[src/rtl/dccm_geom_pkg.sv]
// DCCM geometry constants, address/data types and address field helpers
package dccm_geom_pkg;

   // Byte offset within a bank word
   localparam int DCCM_WIDTH_BITS = 2;
   // Bank select field sits right above the byte offset
   localparam int DCCM_BANK_BITS = 3;
   localparam int DCCM_NUM_BANKS = 1 << DCCM_BANK_BITS;
   // Rows per bank, shrunk for simulation
   localparam int DCCM_INDEX_BITS = 6;
   localparam int DCCM_INDEX_DEPTH = 1 << DCCM_INDEX_BITS;
   localparam int DCCM_BITS = DCCM_WIDTH_BITS + DCCM_BANK_BITS + DCCM_INDEX_BITS;
   // 32 data bits plus 7 check bits
   localparam int DCCM_FDATA_WIDTH = 39;

   // Lowest bit of the row field
   localparam int DCCM_ROW_LSB = DCCM_WIDTH_BITS + DCCM_BANK_BITS;

   typedef logic [DCCM_BITS-1:0] dccm_addr_t;
   typedef logic [DCCM_BANK_BITS-1:0] dccm_bank_t;
   typedef logic [DCCM_INDEX_BITS-1:0] dccm_row_t;
   typedef logic [DCCM_FDATA_WIDTH-1:0] dccm_data_t;

   // Bank field of a byte address
   function automatic dccm_bank_t bank_of(input dccm_addr_t addr);
      return addr[DCCM_WIDTH_BITS +: DCCM_BANK_BITS];
   endfunction

   // Row field of a byte address
   function automatic dccm_row_t row_of(input dccm_addr_t addr);
      return addr[DCCM_ROW_LSB +: DCCM_INDEX_BITS];
   endfunction

   // Next bank up, wrapping from the last bank to bank 0
   function automatic dccm_bank_t next_bank(input dccm_bank_t bank);
      return dccm_bank_t'(bank + 1'b1);
   endfunction

endpackage

[src/rtl/dccm_steer_if.sv]
// Per-bank request bus from the write and read steering to the bank array
interface dccm_steer_if
   import dccm_geom_pkg::*;
   ();

   // Write side, one entry per bank
   logic [DCCM_NUM_BANKS-1:0] wr_en;
   dccm_row_t                 wr_row  [DCCM_NUM_BANKS];
   dccm_data_t                wr_data [DCCM_NUM_BANKS];

   // Read side, one entry per bank
   logic [DCCM_NUM_BANKS-1:0] rd_en;
   dccm_row_t                 rd_row  [DCCM_NUM_BANKS];

   // Banks of the last read, for aligning the RAM outputs
   dccm_bank_t lo_bank_q;
   dccm_bank_t hi_bank_q;

   modport wr_src (output wr_en, output wr_row, output wr_data);

   modport rd_src (output rd_en, output rd_row, output lo_bank_q, output hi_bank_q);

   modport array (
      input wr_en, input wr_row, input wr_data,
      input rd_en, input rd_row, input lo_bank_q, input hi_bank_q
   );

endinterface

[src/rtl/dccm_rd_steer.sv]
// Read steering: per-bank read enables and rows, registered lo/hi bank indices
module dccm_rd_steer
   import dccm_geom_pkg::*;
(
   input  logic       clk,
   input  logic       rst_n,
   input  logic       rden,
   input  dccm_addr_t rd_addr_lo,
   input  dccm_addr_t rd_addr_hi,
   dccm_steer_if.rd_src steer
);

   dccm_bank_t lo_bank;
   dccm_bank_t hi_bank;
   logic       unaligned;

   assign lo_bank   = bank_of(rd_addr_lo);
   assign hi_bank   = bank_of(rd_addr_hi);
   assign unaligned = (lo_bank != hi_bank);

   for (genvar b = 0; b < DCCM_NUM_BANKS; b++) begin : g_bank
      logic hit_lo;
      logic hit_hi;
      logic use_hi;

      assign hit_lo = (lo_bank == dccm_bank_t'(b));
      assign hit_hi = (hi_bank == dccm_bank_t'(b));
      assign use_hi = hit_hi & unaligned;

      assign steer.rd_en[b]  = rden & (hit_lo | hit_hi);
      assign steer.rd_row[b] = use_hi ? row_of(rd_addr_hi) : row_of(rd_addr_lo);
   end : g_bank

   // Bank indices follow the RAM read latency
   // Captured every cycle, the outputs only matter after a read
   always_ff @(posedge clk) begin
      if (!rst_n) begin
         steer.lo_bank_q <= '0;
         steer.hi_bank_q <= '0;
      end else begin
         steer.lo_bank_q <= lo_bank;
         steer.hi_bank_q <= hi_bank;
      end
   end

   // One read touches the lo bank and at most one neighbour
   a_rd_two_banks: assert property (
      @(posedge clk) disable iff (!rst_n) $countones(steer.rd_en) <= 2
   ) else $error("read enables more than two banks");

endmodule

[src/flat_wrapper.sv]
// flat-port wrapper written by rule: the top's interface ports become plain ports
module dccm_rd_steer_flat import dccm_geom_pkg::*;
  (clk, rst_n, rden, rd_addr_lo, rd_addr_hi, steer_rd_en, steer_rd_row, steer_lo_bank_q, steer_hi_bank_q);
  dccm_steer_if steer_i ();
  input  logic clk;
  input  logic rst_n;
  input  logic rden;
  input  dccm_addr_t rd_addr_lo;
  input  dccm_addr_t rd_addr_hi;
  output wire logic [$bits(steer_i.rd_en)-1:0] steer_rd_en;
  output wire logic [$bits(steer_i.rd_row)-1:0] steer_rd_row;
  output wire logic [$bits(steer_i.lo_bank_q)-1:0] steer_lo_bank_q;
  output wire logic [$bits(steer_i.hi_bank_q)-1:0] steer_hi_bank_q;
  assign steer_rd_en = steer_i.rd_en;
  assign steer_rd_row = {>>{steer_i.rd_row}};
  assign steer_lo_bank_q = steer_i.lo_bank_q;
  assign steer_hi_bank_q = steer_i.hi_bank_q;
  dccm_rd_steer u_core (.clk(clk), .rst_n(rst_n), .rden(rden), .rd_addr_lo(rd_addr_lo), .rd_addr_hi(rd_addr_hi), .steer(steer_i));
endmodule
[config.mk]
export PLATFORM = sky130hd
export DESIGN_NAME = dccm_rd_steer_flat
export DESIGN_NICKNAME = d
export VERILOG_FILES = /design/src/rtl/dccm_geom_pkg.sv /design/src/rtl/dccm_steer_if.sv /design/src/rtl/dccm_rd_steer.sv /design/src/flat_wrapper.sv
export SDC_FILE = /design/constraint.sdc
export NUM_CORES = 1
export LEC_CHECK = 0
export BUFFER_PORTS_ARGS = -buffer_cell sky130_fd_sc_hd__buf_2
export CORE_UTILIZATION = 40
export CTS_BUF_LIST = sky130_fd_sc_hd__clkbuf_16
export CTS_CLUSTER_SIZE = 8
export DETAILED_ROUTE_END_ITERATION = 10
export PLACE_DENSITY = 0.88
export SKIP_CTS_REPAIR_TIMING = 1
export SYNTH_ARGS = -nofsm -noshare
export SYNTH_HDL_FRONTEND = slang
export SYNTH_SLANG_ARGS = --single-unit
[constraint.sdc]
create_clock -name clk -period 1.4 [get_ports clk]
set_input_delay 0.14 -clock clk [delete_from_list [all_inputs] [get_ports clk]]
set_output_delay 0.14 -clock clk [all_outputs]
set_load 0.01 [all_outputs]
; Yosys cells after proc, flatten, opt, wreduce, memory -nomap -nowiden
; Index checks and enable logic that the tools add are counted.
[totals]
regBits = 6
input_bits = 25
output_inout_bits = 62
wordCells = 51
[classes]
n_eq_ne = 15
n_mux = 8
n_bitwise = 24
n_reduce_logical = 2
[op_table]
columns = cell, count
row1 = $mux W6, 8
row2 = $eq A3 B3 Y1 const B, 8
row3 = $and A1 B1 Y1, 16
row4 = $eq A3 B2 Y1 const B, 4
row5 = $or A1 B1 Y1, 8
row6 = $eq A3 B1 Y1 const B, 2
row7 = $logic_not A3 Y1, 2
row8 = $ne A3 B3 Y1, 1

; Longest topological paths before layout
; Gate-level depths: netlist (run 1).
[logic_depth]
ltp_word = 3
ltp_mapped = 5

; Least setup slack after synthesis (run 1)
; Ideal clock, no wire load.
[synth_timing]
kind = input port to output port
from = input port rd_addr_lo[3]
to = output port steer_rd_row[18]
arrival_time_ns = 1.135
required_time_ns = 1.260
path_slack_ns = 0.125
cell_stages = 4
n_path_buf = 1
path_cell_list = buf_4 or3b_4 nand3_4 mux2_4
[synth_between]
elab_chain_cells = 3
[synth_rtl]
columns = element, line_no
row1 = "start, declared", flat_wrapper.sv:8  ; input dccm_addr_t rd_addr_lo;
row2 = $ne A3 B3 Y1, dccm_rd_steer.sv:19  ; assign unaligned = (lo_bank != hi_bank);
row3 = $and A1 B1 Y1, dccm_rd_steer.sv:28  ; assign use_hi = hit_hi & unaligned;
row4 = $mux W6, dccm_rd_steer.sv:31  ; assign steer.rd_row[b] = use_hi ? row_of(rd_addr_hi) : row_of(rd_addr_lo);
row5 = "end, declared", flat_wrapper.sv:11  ; output wire logic [$bits(steer_i.rd_row)-1:0] steer_rd_row;
; No other way between the ends.

; Final worst setup path (run 1)
[layout_timing]
from = input port rd_addr_lo[3]
to = output port steer_rd_row[23]
; Same word-level chain as after synthesis.

==> results of run 1 <==
logic make-up after synthesis:
kind of cell	after synthesis	share of synthesized area [%]
AO/OA/AOI/OAI	10	7.01
buffers and inverters	9	7.92
multiplexers	48	55.0
flip-flops	6	10.9
AND/OR/NAND/NOR	31	19.2
registers in the layout, indices dropped and copies added (netlist names):
name and count:
u_core.steer.lo_bank_q 3, u_core.steer.hi_bank_q 3
per-layer routing:
layer | GRT usage, % | vias to the layer above | share of wire, %
li1 | - | 555 | -
met1 | 23.5 | 550 | 39
met2 | 36.5 | 24 | 59
met3 | 1.39 | 0 | 1.7
met4 | 8.12 | 0 | 0
met5 | 0 | - | 0
Yosys cell counts, drive strengths merged:
cell type,number,area (µm²)
or3b,1,11.3
buf,9,87.6
o21a,5,37.5
and3b,2,17.5
nor2,3,11.3
a21boi,3,22.5
nand3,3,27.5
nand3b,2,15.0
nor3,2,10.0
dfxtp,6,120
nor3b,4,40.0
mux2,48,608
nand2b,5,31.3
o21ai,2,17.5
and2,6,37.5
nand2,3,11.3
power groups by stage:
stage / logic, mW / registers [mW] / clock network, mW
finish: 0.563 / 0.184 / 0.452
global route: 0.601 / 0.184 / 0.474
CTS: 0.499 / 0.184 / 0.458
detailed placement: 0.496 / 0.186 / 0
global placement: 0.489 / 0.185 / 0
floorplan: 0.285 / 0.191 / 0
worst paths after layout:
kind / startpoint / end / cells after the start
worst max-delay path: rd_addr_lo[3] / steer_rd_row[23] / 5
worst min-delay path: rd_addr_lo[3] / u_core.steer.lo_bank_q[1] / 2
per-stage QoR:
stage	TNS, ns	worst slack [ns]	cell area [µm²]	hold WS (ns)
2_1_floorplan	0	0.125	1110	0.262
3_3_place_gp	-1.77	-0.0804	1600	0.401
3_5_place_dp	-2.03	-0.105	1600	0.416
4_1_cts	-2.21	-0.113	1670	0.184
5_1_grt	-0.119	-0.0254	1860	0.176
6_report	-0.00215	-0.00215	1860	0.163
layout make-up:
cell class	instances	share of cell area, %
Clock buffer	3	4.05
Multi-Input combinational cell	89	52.3
Sequential cell	6	6.47
Tap cell	30	2.02
Timing Repair Buffer	93	35.2
cells in the final DEF (no fill, tap or decap):
| master | instances |
|---|---|
| buf_8 | 1 |
| mux2_4 | 18 |
| nor3b_2 | 2 |
| o21ai_2 | 1 |
| nand3_1 | 2 |
| nor3_4 | 1 |
| nor3_2 | 1 |
| clkbuf_16 | 3 |
| and2_1 | 6 |
| buf_4 | 6 |
| nand2_2 | 1 |
| nand2b_4 | 3 |
| a21boi_0 | 3 |
| buf_12 | 5 |
| o21a_1 | 5 |
| mux2_2 | 30 |
| nand3b_1 | 2 |
| nor2_1 | 3 |
| and3b_1 | 2 |
| dfxtp_1 | 6 |
| or3b_4 | 1 |
| buf_6 | 14 |
| nand2b_1 | 2 |
| buf_2 | 67 |
| nand2_1 | 2 |
| o21ai_4 | 1 |
| nor3b_4 | 2 |
| nand3_4 | 1 |
==> impl_metrics.tcl, run 1 <==
set metrics [dict create \
    slowest_delay_ns 0.41 \
    synth_warnings 0 \
    worst_pin_slew_ns 0.265 \
    drive_above_1_share_pct 82.7 \
    die_h_um 54.6 \
    worst-path-max-fanout 7 \
    grtUsageTotal_pct 20.0 \
    status "finished with violations" \
    p_int_uw 853 \
    finalNonFillerCells 221 \
    path_cells "buf_12 > or3b_4 > nand3_4 > mux2_4 > buf_6" \
    io_buffers 82 \
    ioPinCount 87 \
    fin_crit_sh_pct 100 \
    synth-seq-cells 6 \
    clock-sinks 6 \
    netlist_area_mm2 0.00111 \
    path_delay_family "simple AND/OR/NAND/NOR gates" \
    hpwl_mm 2.42 \
    powerDensity_mw_per_mm2 646 \
    tritoncts "built" \
    n_antenna_cell 0 \
    hold_viol_final 0 \
    p_clk_share_pct 37.7 \
    design_power_total_mw 1.20 \
    relSlewSlack_pct 82.3 \
    max-vdd-ir-drop_v 0.000784 \
    combPwrFrac_pct 47.0 \
    clk_root_buffer_cell "clkbuf_16" \
    syn-num-nets 129 \
    syn_avg_cell_area_um2 10.6 \
    cp_slowest_cell "or3b_4" \
    grt_remaining_overflow 0 \
    grt_start_max_net_pins 11 \
    die_w_um 54.6 \
    ys_types 21 \
    dieArea_mm2 0.00298 \
    register_area_um2 120 \
    via_count 1129 \
    end_kind "output port" \
    avgRoutedWirePerCell_um 15.4 \
    ant_nets 0 \
    switching_share_pct 28.8 \
    finish.utilization_pct 72.9 \
    finalSetupViolations 1 \
    placed_cells 218 \
    first_iter_violations 14 \
    seq_area_frac_synth_pct 10.9 \
    grt_pass1_vias 919 \
    rsz0062_at_grt "yes" \
    wl_mm 3.40 \
    fin_ws_ns -0.00215 \
    multi_input_area_um2 970 \
    coreArea_mm2 0.00254 \
    power_switching_uw 345 \
    slew_violations 0 \
    num-fill-cells 188 \
    maxCapViolCount 0 \
    postSynthCellCount 104 \
    routabilityCongestion 0.800 \
    vias_per_cell 5.11 \
    p_leak_nw 0.953 \
    startpoint_type "input pin" \
    htreeDepth 1 \
    grt_pass1_wl_mm 4.24 \
    clockBufferDepth 2 \
    drcViolationCount 0 \
    crit_type "in -> out" \
    worstPathArrival_ns 1.26 \
    initial_utilization_pct 43.5 \
    rows 18 \
    cts.reportedPaths.clkPinSlew_ns 0.03 \
    first_pass_iters 4 \
    post-route-min-period_ns 1.40 \
    nNetsFinal 218 \
    hp-class "in -> reg" \
    area_growth_pct 67.8 \
    path_buf_inv 2 \
    violations "negative setup slack" \
    fmax_mhz 713 \
    worstPathRequired_ns 1.26 \
    cts_buffers 3 \
    antenna_found_initial 0 \
    p_seq_share_pct 15.3 \
]
Power figures use the tool's default switching activity.
==> run 2: changes to the inputs <==
CELL_PAD_IN_SITES_DETAIL_PLACEMENT = 0   (was default)
CELL_PAD_IN_SITES_GLOBAL_PLACEMENT = 1   (was default)
CORE_UTILIZATION = 28   (was 40)
==> run 2 against run 1 <==
  * The flow still finishes with violations (negative setup slack)
  * Non-clock buffer count is 5 higher
  * Cell area is 4.7% higher
  * Combinational power rose by 3%
  * Sequential share of layout area down 0.29 points
  * Sequential cell count stayed put
  * Critical path depth did not move
  * Worst hold slack got worse by 0.0097 ns
  * Global-route usage decreased by 5.1 points
==> impl_metrics.tcl, run 2 (same netlist as run 1, synthesis figures left out) <==
set metrics [dict create \
    status "finished with violations" \
    violations "negative setup slack" \
    num-fill-cells 362 \
    grt_remaining_overflow 0 \
    coreArea_mm2 0.00372 \
    drive_above_1_share_pct 82.1 \
    hpwl_mm 2.42 \
    hp-class "in -> reg" \
    drcViolationCount 0 \
    htreeDepth 1 \
    relSlewSlack_pct 78.0 \
    avgRoutedWirePerCell_um 14.4 \
    wl_mm 3.52 \
    clockBufferDepth 2 \
    nNetsFinal 223 \
    routabilityCongestion 0.714 \
    layout_common_cells "buf_2 (64), mux2_2 (24), mux2_4 (24)" \
    finalSetupViolations 3 \
    slew_violations 0 \
    hold_viol_final 0 \
    powerDensity_mw_per_mm2 630 \
    crit_type "in -> out" \
    ant_nets 0 \
    area_growth_pct 75.6 \
    design_power_total_mw 1.22 \
    grt_start_max_net_pins 10 \
    ioPinCount 87 \
    worstPathArrival_ns 1.26 \
    die_w_um 64.9 \
    startpoint_type "input pin" \
    grt_pass1_wl_mm 4.80 \
    die_h_um 64.9 \
    antenna_found_initial 0 \
    end_kind "output port" \
    initial_utilization_pct 29.8 \
    rsz0062_at_grt "yes" \
    worstPathRequired_ns 1.26 \
    rows 22 \
    worst-path-max-fanout 6 \
    reg_top3 "u_core.steer.hi_bank_q: 3 flops, u_core.steer.lo_bank_q: 3 flops" \
    place_area_mm2 0.00163 \
    via_count 1133 \
    dieArea_mm2 0.00421 \
    grtUsageTotal_pct 14.9 \
    clk_root_buffer_cell "clkbuf_16" \
    fin_area_mm2 0.00194 \
    vias_per_cell 4.64 \
    final_common_cell "buf_2" \
    cts.reportedPaths.clkPinSlew_ns 0.03 \
    post-route-min-period_ns 1.40 \
    first_pass_iters 4 \
    clock-sinks 6 \
    fin_ws_ns -0.00189 \
    maxCapViolCount 0 \
    tritoncts "built" \
    first_iter_violations 16 \
    n_antenna_cell 0 \
    grt_pass1_vias 951 \
    max-vdd-ir-drop_v 0.000298 \
    p_leak_nw 1.01 \
    fmax_mhz 713 \
    worst_pin_slew_ns 0.329 \
    cts_buffers 3 \
    dpl_worst_slack_ns -0.0969 \
    io_buffers 82 \
    fin_crit_sh_pct 100 \
]
==> run 2: changes by cell type in the layout (fill, tap and decap cells not counted), moves of 2 or more <==
| cell | before | now |
|---|---|---|
| mux2_4 | 18 | 24 |
| buf_2 | 67 | 64 |
| buf_4 | 6 | 12 |
| mux2_2 | 30 | 24 |
| buf_6 | 14 | 16 |
==> run 2: final cells by class <==
type                    count  area, µm²  share of cell area [%]
multi-input cells          89        983                    50.6
repair buffers             98        703                    36.2
flip-flops and latches      6        120                    6.19
clock buffers               3       75.1                    3.87
well taps                  48       60.1                    3.09
==> run 2: path summary, 6_finish.rpt <==
kind | end | from | depth (start not counted) | slack [ns]
worst max-delay path | steer_rd_row[21] | rd_addr_lo[3] | 5 | -0.002
worst min-delay path | u_core.steer.lo_bank_q[2] | rd_addr_lo[4] | 2 | 0.15
==> run 2: per-stage QoR <==
stage                     hold WS [ns]   TNS, ns  util (%)  cells
after floorplan                  0.262         0         -    104
after global placement           0.401     -2.76      43.8    240
after detailed placement         0.405     -2.37      43.8    240
after CTS                        0.174     -2.72      45.8    243
after global routing             0.172    -0.134      52.3    244
final                            0.153  -0.00292      52.3    244
==> run 2: critical path, cell delays in order <==
cell,delay (ns)
buf_12,0.11
or3b_4,0.41
nand3_4,0.16
mux2_4,0.32
buf_6,0.12
==> run 2: power breakdown <==
part,switching (mW),internal [mW]
sequential,0.00241,0.181
combinational,0.257,0.325
clock,0.0914,0.366
total,0.351,0.872
==> run 2: metal layers <==
metal,global-route usage (%),vias to the layer above,wire [µm]
met5,0,-,0
met4,3.33,0,0
met3,1.76,0,191
met2,25.9,51,1730
met1,19.4,518,1600
li1,-,564,-
