File: src/rtl/dccm_geom_pkg.sv
// DCCM geometry constants, address/data types and address field helpers
package dccm_geom_pkg;

   // Byte offset within a bank word
   localparam int DCCM_WIDTH_BITS = 2;
   // Bank select field sits right above the byte offset
   localparam int DCCM_BANK_BITS = 3;
   localparam int DCCM_NUM_BANKS = 1 << DCCM_BANK_BITS;
   // Rows per bank, shrunk for simulation
   localparam int DCCM_INDEX_BITS = 6;
   localparam int DCCM_INDEX_DEPTH = 1 << DCCM_INDEX_BITS;
   localparam int DCCM_BITS = DCCM_WIDTH_BITS + DCCM_BANK_BITS + DCCM_INDEX_BITS;
   // 32 data bits plus 7 check bits
   localparam int DCCM_FDATA_WIDTH = 39;

   // Lowest bit of the row field
   localparam int DCCM_ROW_LSB = DCCM_WIDTH_BITS + DCCM_BANK_BITS;

   typedef logic [DCCM_BITS-1:0] dccm_addr_t;
   typedef logic [DCCM_BANK_BITS-1:0] dccm_bank_t;
   typedef logic [DCCM_INDEX_BITS-1:0] dccm_row_t;
   typedef logic [DCCM_FDATA_WIDTH-1:0] dccm_data_t;

   // Bank field of a byte address
   function automatic dccm_bank_t bank_of(input dccm_addr_t addr);
      return addr[DCCM_WIDTH_BITS +: DCCM_BANK_BITS];
   endfunction

   // Row field of a byte address
   function automatic dccm_row_t row_of(input dccm_addr_t addr);
      return addr[DCCM_ROW_LSB +: DCCM_INDEX_BITS];
   endfunction

   // Next bank up, wrapping from the last bank to bank 0
   function automatic dccm_bank_t next_bank(input dccm_bank_t bank);
      return dccm_bank_t'(bank + 1'b1);
   endfunction

endpackage

File: src/rtl/dccm_steer_if.sv
// Per-bank request bus from the write and read steering to the bank array
interface dccm_steer_if
   import dccm_geom_pkg::*;
   ();

   // Write side, one entry per bank
   logic [DCCM_NUM_BANKS-1:0] wr_en;
   dccm_row_t                 wr_row  [DCCM_NUM_BANKS];
   dccm_data_t                wr_data [DCCM_NUM_BANKS];

   // Read side, one entry per bank
   logic [DCCM_NUM_BANKS-1:0] rd_en;
   dccm_row_t                 rd_row  [DCCM_NUM_BANKS];

   // Banks of the last read, for aligning the RAM outputs
   dccm_bank_t lo_bank_q;
   dccm_bank_t hi_bank_q;

   modport wr_src (output wr_en, output wr_row, output wr_data);

   modport rd_src (output rd_en, output rd_row, output lo_bank_q, output hi_bank_q);

   modport array (
      input wr_en, input wr_row, input wr_data,
      input rd_en, input rd_row, input lo_bank_q, input hi_bank_q
   );

endinterface

File: src/rtl/dccm_wr_steer.sv
// Write steering: lo/hi write split into per-bank enables, rows and data
module dccm_wr_steer
   import dccm_geom_pkg::*;
(
   input  logic       wren,
   input  dccm_addr_t wr_addr_lo,
   input  dccm_addr_t wr_addr_hi,
   input  dccm_data_t wr_data_lo,
   input  dccm_data_t wr_data_hi,
   dccm_steer_if.wr_src steer
);

   dccm_bank_t lo_bank;
   dccm_bank_t hi_bank;
   logic       unaligned;

   assign lo_bank   = bank_of(wr_addr_lo);
   assign hi_bank   = bank_of(wr_addr_hi);
   // Halves in different banks means the store crosses a word boundary
   assign unaligned = (lo_bank != hi_bank);

   for (genvar b = 0; b < DCCM_NUM_BANKS; b++) begin : g_bank
      logic hit_lo;
      logic hit_hi;
      logic use_hi;

      assign hit_lo = (lo_bank == dccm_bank_t'(b));
      assign hit_hi = (hi_bank == dccm_bank_t'(b));
      // Hi only owns the bank when the access is split
      assign use_hi = hit_hi & unaligned;

      assign steer.wr_en[b]   = wren & (hit_lo | hit_hi);
      assign steer.wr_row[b]  = use_hi ? row_of(wr_addr_hi) : row_of(wr_addr_lo);
      assign steer.wr_data[b] = use_hi ? wr_data_hi : wr_data_lo;
   end : g_bank

   // A split store must land in two neighbouring banks
   always_comb begin
      if (wren && unaligned) begin
         assert final (hi_bank == next_bank(lo_bank))
            else $error("split write hi bank %0d does not follow lo bank %0d",
                        hi_bank, lo_bank);
      end
   end

endmodule

File: src/flat_wrapper.sv
// flat-port wrapper written by rule: the top's interface ports become plain ports
module dccm_wr_steer_flat import dccm_geom_pkg::*;
  (wren, wr_addr_lo, wr_addr_hi, wr_data_lo, wr_data_hi, steer_wr_en, steer_wr_row, steer_wr_data);
  dccm_steer_if steer_i ();
  input  logic wren;
  input  dccm_addr_t wr_addr_lo;
  input  dccm_addr_t wr_addr_hi;
  input  dccm_data_t wr_data_lo;
  input  dccm_data_t wr_data_hi;
  output wire logic [$bits(steer_i.wr_en)-1:0] steer_wr_en;
  output wire logic [$bits(steer_i.wr_row)-1:0] steer_wr_row;
  output wire logic [$bits(steer_i.wr_data)-1:0] steer_wr_data;
  assign steer_wr_en = steer_i.wr_en;
  assign steer_wr_row = {>>{steer_i.wr_row}};
  assign steer_wr_data = {>>{steer_i.wr_data}};
  dccm_wr_steer u_core (.wren(wren), .wr_addr_lo(wr_addr_lo), .wr_addr_hi(wr_addr_hi), .wr_data_lo(wr_data_lo), .wr_data_hi(wr_data_hi), .steer(steer_i));
endmodule
File: config.mk
export PLATFORM = sky130hd
export DESIGN_NAME = dccm_wr_steer_flat
export DESIGN_NICKNAME = d
export VERILOG_FILES = /design/src/rtl/dccm_geom_pkg.sv /design/src/rtl/dccm_steer_if.sv /design/src/rtl/dccm_wr_steer.sv /design/src/flat_wrapper.sv
export SDC_FILE = /design/constraint.sdc
export NUM_CORES = 1
export LEC_CHECK = 0
export ABC_AREA = 1
export BUFFER_PORTS_ARGS = -buffer_cell sky130_fd_sc_hd__clkbuf_2
export CORE_AREA = 2 2 183 185
export DETAILED_ROUTE_END_ITERATION = 6
export DIE_AREA = 0 0 185 187
export SLEW_MARGIN = 20
export SYNTH_ARGS = -nofsm -noshare
export SYNTH_HDL_FRONTEND = slang
export SYNTH_SLANG_ARGS = --single-unit
File: constraint.sdc
create_clock -name vclk -period 1.3
set_clock_uncertainty 0.15 [all_clocks]
set_input_delay 0.13 -clock vclk [all_inputs]
set_output_delay 0.13 -clock vclk [all_outputs]
set_load 0.01 [all_outputs]
### Word-level counts from Yosys, hierarchy flattened

Index checks and enable logic that the tools add are counted.

| storage, ports and cells | value |
|---|---|
| flip-flop bits (word level) | 0 |
| input bits | 101 |
| output and inout port bits | 368 |
| word-level logic and storage cells | 57 |

| cells by class | value |
|---|---|
| eq/ne operators | 15 |
| multiplexer cells | 16 |
| bitwise operators | 24 |
| reductions and logical operators | 2 |

Operators by type and width:

| operator | count |
|---|---|
| $mux W39 | 8 |
| $mux W6 | 8 |
| $eq A3 B3 Y1 const B | 8 |
| $and A1 B1 Y1 | 16 |
| $eq A3 B2 Y1 const B | 4 |
| $or A1 B1 Y1 | 8 |
| $eq A3 B1 Y1 const B | 2 |
| $logic_not A3 Y1 | 2 |
| $ne A3 B3 Y1 | 1 |

### Longest topological paths before layout

Gate-level depths: netlist of run 1.

| logic depth | value |
|---|---|
| depth in word-level cells | 3 |
| depth in mapped cells | 11 |
| depth with buffers taken out | 7 |

### Least setup slack after synthesis of run 1

OpenSTA, ideal clock, no wires.

| path | value |
|---|---|
| path type | input port to output port |
| start | input wr_addr_lo[2] |
| end | output steer_wr_data[273] |
| data arrival time | 1.152 ns |
| path slack | -0.132 ns |
| cell stages on the path | 11 |
| buffers on the path | 4 |
| cell sequence | buf_2 -> inv_2 -> nand2_1 -> nand2_1 -> nand3_1 -> buf_6 -> buf_12 -> nand2_8 -> buf_6 -> nand2_1 -> nand2_1 |

| between the ends | value |
|---|---|
| cells in the longest elaborated chain, start to end | 3 |

Ends and longest elaborated chain:

| element | RTL line | source |
|---|---|---|
| start: declaration | flat_wrapper.sv:6 | `input dccm_addr_t wr_addr_lo;` |
| $ne A3 B3 Y1 | dccm_wr_steer.sv:20 | `assign unaligned = (lo_bank != hi_bank);` |
| $and A1 B1 Y1 | dccm_wr_steer.sv:30 | `assign use_hi = hit_hi & unaligned;` |
| $mux W39 | dccm_wr_steer.sv:34 | `assign steer.wr_data[b] = use_hi ? wr_data_hi : wr_data_lo;` |
| end: declaration | flat_wrapper.sv:12 | `output wire logic [$bits(steer_i.wr_data)-1:0] steer_wr_data;` |

No other way between the ends.

### Final worst setup path of run 1

| path | value |
|---|---|
| start | input wr_addr_hi[3] |
| end | output steer_wr_data[80] |

| between the ends | value |
|---|---|
| cells in the longest elaborated chain, start to end | 3 |

Ends and longest elaborated chain:

| element | RTL line | source |
|---|---|---|
| start: declaration | flat_wrapper.sv:7 | `input dccm_addr_t wr_addr_hi;` |
| $eq A3 B3 Y1 / $ne A3 B3 Y1 (equally long branches) | dccm_wr_steer.sv:28, dccm_wr_steer.sv:20 |  |
| $and A1 B1 Y1 * | dccm_wr_steer.sv:30 |  |
| $mux W39 * | dccm_wr_steer.sv:34 |  |

Mark *: on every way between the ends. The rest lies on a longest branch, timed or not.

==> key figures, run 1 <==
Run status
  • Status: finished with violations
  • Violated checks: negative setup slack

STA
  • Final setup vio count: 365
  • Final min period: 1.737 ns
  • Final Hold Slack: 0.4778 ns
  • PnR worst setup slack: -0.4369 ns
  • RSZ-0062 raised after global routing: true
  • Max Slew Vio Count: 0
  • Max frequency: 575.7 MHz
  • Worst slew margin: 69.84%
  • Fin. Hold Viols: 0
  • Post-route clock period utilization: 133.6%
  • Worst-Margin Slew: 0.4525 ns

Final layout
  • Synthesis-to-finish area growth: 100.1%
  • Share of post-route cells with drive strength above 1: 55.52%
  • Post-route non-filler standard cell count: 2196
  • Nets: 1850
  • Clock buffers: 0
  • Fin util: 37.17%
  • Register Area: 0 um^2
  • Sequential cells: 0

Yosys
  • Post-synthesis simple-gate area fraction: 77.81%
  • Largest family of logic cells by synthesized area: simple AND/OR/NAND/NOR gates
  • Unique masters post-synth: 17
  • Syn_area_per_cell: 4.570 um^2
  • Adder-cell share of the synthesized area: 0%
  • Syn Inst Count: 1336
  • Multiplexer share of the synthesized area: 0%
  • Mapped Area: 0.006106 mm^2
  • Sequential fraction of the synthesis area: 0%
  • Syn Nets: 1437
  • Ys Warns: 0
  • Compound-Gate Fraction of Synth Area: 0.8197%
  • Synth Area in XOR/XNOR: 0.1434%

Detailed routing
  • Total number of vias: 11330
  • DRC Markers: 0
  • Iter 0 DRT Violations: 1187
  • WL/cell: 20.83 um
  • Post-Route WL: 45750 um
  • Post-DRT Antenna Nets: 0
  • Via density: 5.157
  • Detailed Routing Iterations Pass 1: 6

Clock network
  • # hold bufs at CTS: 0

Floorplanning
  • Starting density of the core: 18.58%
  • Full die area: 0.03460 mm^2
  • Die Width: 185 um
  • DIE HEIGHT: 187 um
  • I/O pin cnt: 469
  • Site row count: 67
  • Core box area: 0.03286 mm^2

Pwr
  • Lkg Pwr: 6.762 nW
  • Power Internal: 2.209 mW
  • Net Sw Frac: 57.29%
  • Total power: 5.171 mW
  • Comb pwr share: 100.0%
  • Clock power share: 0%
  • Seq pwr share: 0%
  • Psw: 2.963 mW
  • Maximum vdd ir drop: 0.1859 mV
  • Pwr per Cell Area: 423.3 mW/mm^2

Placed design
  • Placed Cells: 2127
  • IO buf count: 465
  • GPL Wtd Cong: 0.8715
  • Post-DP HPWL: 27740 um

Critical path
  • Crit Path Max Fanout: 8
  • Crit end category: output pin
  • Buf/Inv on CP: 5
  • Crit Path Class: in2out
  • CP Launch Type: input port
  • Critical path, cell by cell: clkbuf_16, xnor2_4, nand3_4, buf_12, nand2_8, buf_12, buf_16, nand2_1, nand2_1, buf_2
  • WP data arrival: 1.46 ns
  • CP max-delay cell: buf_12
  • Delay-heaviest family, CP: buffers and inverters
  • WP data required: 1.02 ns
  • Largest stage delay on the critical path: 0.20 ns

Global route
  • Largest net degree at the start of global routing: 32
  • Initial antenna violation count: 1
  • Gr ovfl total: 0
  • GRT Total Usage: 22.75%
  • Vias in the first global route: 9941
  • Global-route wire length before repair: 60640 um

Min path
  • Hold Crit Class: in2out

Job
  • Number of max-cap violations: 0
==> final cells by class <==
type	count	area, um^2
Antenna cell	1	2.502
Fill cell	3459	20650
Inverter	11	68.82
Multi-Input combinational cell	1120	6077
Tap cell	448	560.5
Timing Repair Buffer	616	5507
==> worst min-delay path: cells and delay by family <==
kind	cells	cell delay (ns)
AO/OA/AOI/OAI	1	0.12
buffers and inverters	2	0.25
==> routing by layer <==
metal	part of all wire [%]	vias up	global-route usage [%]
li1	-	5046	-
met1	38	5124	28.55
met2	48	975	40.09
met3	9.7	180	2.103
met4	4.8	0	8.211
met5	0	-	0
==> cells in the mapped netlist <==
cell type	instances	area, um^2
nor3_4	3	48.80
buf_1	17	63.81
nand2_2	4	25.02
inv_2	8	30.03
nor3_1	5	25.02
buf_2	132	660.6
buf_6	30	337.8
nand3_1	369	1847
nand2_1	726	2725
buf_12	1	20.02
clkbuf_1	4	15.01
inv_1	3	11.26
o21a_1	4	30.03
xnor2_1	1	8.760
buf_4	21	157.7
a21oi_1	4	20.02
nand2_8	4	80.08
==> cell families (layout without fill, tap and decap cells) <==
kind of cell	after synthesis	in the layout
other	0	1
buffers and inverters	216	627
AOI/OAI and AO/OA	8	8
and+or+nand+nor	1111	1111
xor gates and xnor gates	1	1
==> layout by cell type, fill, tap and decap left out, drive strengths merged <==
master	count
nand2	734
nand3	369
clkbuf	357
buf	257
inv	10
nor3	8
o21a	4
a21oi	4
bufbuf	2
diode	1
xnor2	1
clkinv	1
==> worst paths after layout <==
kind          start  slack, ns  depth (start not counted)           endpoint
min            wren       0.48                          3     steer_wr_en[4]
max   wr_addr_hi[3]      -0.44                         10  steer_wr_data[80]
==> power by group through the flow <==
stage	combinational, mW	sequential (mW)	clock [mW]
6_report	5.17	0	0.000000103
5_1_grt	5.47	0	0.000000103
4_1_cts	4.48	0	0
3_5_place_dp	3.92	0	0
3_3_place_gp	3.90	0	0
2_1_floorplan	2.42	0	0
==> timing repair <==
| item | 4_1_cts | 5_1_grt |
|---|---|---|
| setup buffers | 23 | 12 |
| pin swaps | 15 | 53 |
| gates resized for setup | 134 | 380 |
| cloned | 23 | 15 |
| setup endpoints to repair | 368 | 367 |
==> through the flow <==
step	worst slack (ns)	instance area [um^2]	TNS, ns
2_1_floorplan	-0.09268	6724	-22.64
6_report	-0.4369	12220	-131.76
4_1_cts	-0.3908	10810	-120.56
5_1_grt	-0.4896	12220	-152.48
3_5_place_dp	-0.4976	9303	-142.67
3_3_place_gp	-0.5170	9303	-148.14
No activity file was read; power rests on OpenSTA's default activity.
==> run 2, diff against run 1 <==
Settings changed: SETUP_SLACK_MARGIN set to 0.02.
==> key figures, run 2 (synthesized netlist as in run 1, its figures left out) <==
Run status
  • Status: finished with violations
  • Violated checks: negative setup slack

Critical path
  • Delay-heaviest family, CP: buffers and inverters
  • CP Launch Type: input port
  • Critical path startpoint: wr_addr_lo[2]
  • Largest stage delay on the critical path: 0.19 ns
  • Most used cell, CP: nand2_2
  • Buf/Inv on CP: 6
  • Critical path, cell by cell: buf_4, inv_2, nand2_2, nand2_2, nand3_4, buf_12, nand2_8, buf_12, clkbuf_16, nand2_2, nand2_1, buf_2
  • WP data required: 1.02 ns
  • Critical path depth: 12
  • Crit Path Class: in2out
  • CP max-delay cell: buf_12
  • WP data arrival: 1.41 ns
  • Critical Path Sink: steer_wr_data[89]
  • Crit Path Max Fanout: 6
  • Crit end category: output pin

Final layout
  • Layout fillers: 3600
  • Share of post-route cells with drive strength above 1: 51.80%
  • Sequential cells: 0
  • Fin util: 32.72%
  • Commonest cells after routing, fill and taps aside: 440 x nand2_1, 381 x clkbuf_2, 364 x nand3_1
  • Fin area: 0.01075 mm^2
  • Antenna Cells: 0
  • Leading cell type in the layout, fill and taps excluded: nand2_1
  • Clock buffers: 0
  • Nets: 1800
  • Synthesis-to-finish area growth: 76.11%
  • Register Area: 0 um^2

Detailed routing
  • Post-DRT Antenna Nets: 0
  • Post-Route WL: 42400 um
  • DRC Markers: 0
  • Via density: 5.055
  • Total number of vias: 10840
  • Iter 0 DRT Violations: 983
  • WL/cell: 19.77 um
  • Detailed Routing Iterations Pass 1: 6

Placed design
  • Place WS: -0.4779 ns
  • GPL Wtd Cong: 0.8944
  • DP Area: 0.009213 mm^2
  • IO buf count: 465
  • Post-DP HPWL: 27800 um

Floorplanning
  • Die Width: 185 um
  • I/O pin cnt: 469
  • Starting density of the core: 18.58%
  • Full die area: 0.03460 mm^2
  • Core box area: 0.03286 mm^2
  • DIE HEIGHT: 187 um
  • Site row count: 67

Global route
  • Initial antenna violation count: 0
  • Global-route wire length before repair: 56870 um
  • Largest net degree at the start of global routing: 60
  • GRT Total Usage: 21.04%
  • Gr ovfl total: 0
  • Vias in the first global route: 9491

Pwr
  • Clock power share: 0%
  • Net Sw Frac: 60.19%
  • Comb pwr share: 100.0%
  • Psw: 2.777 mW
  • Pwr per Cell Area: 429.1 mW/mm^2
  • Maximum vdd ir drop: 0.1805 mV
  • Seq pwr share: 0%
  • Lkg Pwr: 6.177 nW
  • Power Internal: 1.837 mW

STA
  • RSZ-0062 raised after global routing: true
  • Worst-Margin Slew: 0.3736 ns
  • Fin. Hold Viols: 0
  • Final setup vio count: 365
  • Post-route clock period utilization: 129.9%
  • Final min period: 1.688 ns
  • PnR worst setup slack: -0.3881 ns
  • Max Slew Vio Count: 0
  • Worst slew margin: 75.09%
  • Max frequency: 592.4 MHz

Job
  • Number of max-cap violations: 0

Min path
  • Worst Hold Depth: 3
  • Hold Crit Class: in2out
## run 2: power by group through the flow
| stage | combinational (mW) | clock (mW) | sequential (mW) |
|---|---|---|---|
| after floorplan | 2.41 | 0 | 0 |
| after global placement | 3.91 | 0 | 0 |
| after detailed placement | 3.92 | 0 | 0 |
| after CTS | 4.18 | 0 | 0 |
| after global routing | 4.92 | 0 | 0 |
| final | 4.61 | 0 | 0 |
## run 2: cell type report
type | instances | area (um^2) | share of cell area, %
well taps | 448 | 560.5 | 5.213
multi-input cells | 1120 | 5772 | 53.68
repair buffers | 566 | 4354 | 40.49
inverters | 11 | 66.31 | 0.6167
## run 2: tightest hold or removal path, stage by stage
cell and delay (ns):
clkbuf_2 0.12, o21a_1 0.11, clkbuf_2 0.13
## run 2: how the worst min path moves through the flow
stage | startpoint | to
floorplan | wren | steer_wr_en[0]
global placement | wren | steer_wr_en[2]
detailed placement | wren | steer_wr_en[2]
CTS | wren | steer_wr_en[2]
global route | wren | steer_wr_en[2]
finish | wren | steer_wr_en[2]
## run 2: timing repair
| item | CTS | global route |
|---|---|---|
| pin swaps | 13 | 30 |
| hold buffers | 0 | 0 |
| gates resized for setup | 79 | 229 |
| setup endpoints to repair | 367 | 368 |
| gates cloned | 8 | 12 |
| buffers inserted | 5 | 7 |
## run 2: metal layers
metal,vias up,global-route usage [%],share of wire (%)
li1,4926,-,-
met1,4948,26.88,39
met2,864,36.30,48
met4,0,7.357,3.1
met5,-,0,0
met3,104,2.356,10
## run 2: per-stage QoR
step,hold slack [ns],std cells,TNS [ns],power (mW)
6_report,0.4672,2145,-118.79,4.613
5_1_grt,0.4844,2145,-147.04,4.917
4_1_cts,0.4654,2128,-119.61,4.176
3_5_place_dp,0.4643,2115,-142.77,3.924
3_3_place_gp,0.4667,2115,-138.32,3.912
2_1_floorplan,0.2221,1336,-23.12,2.415
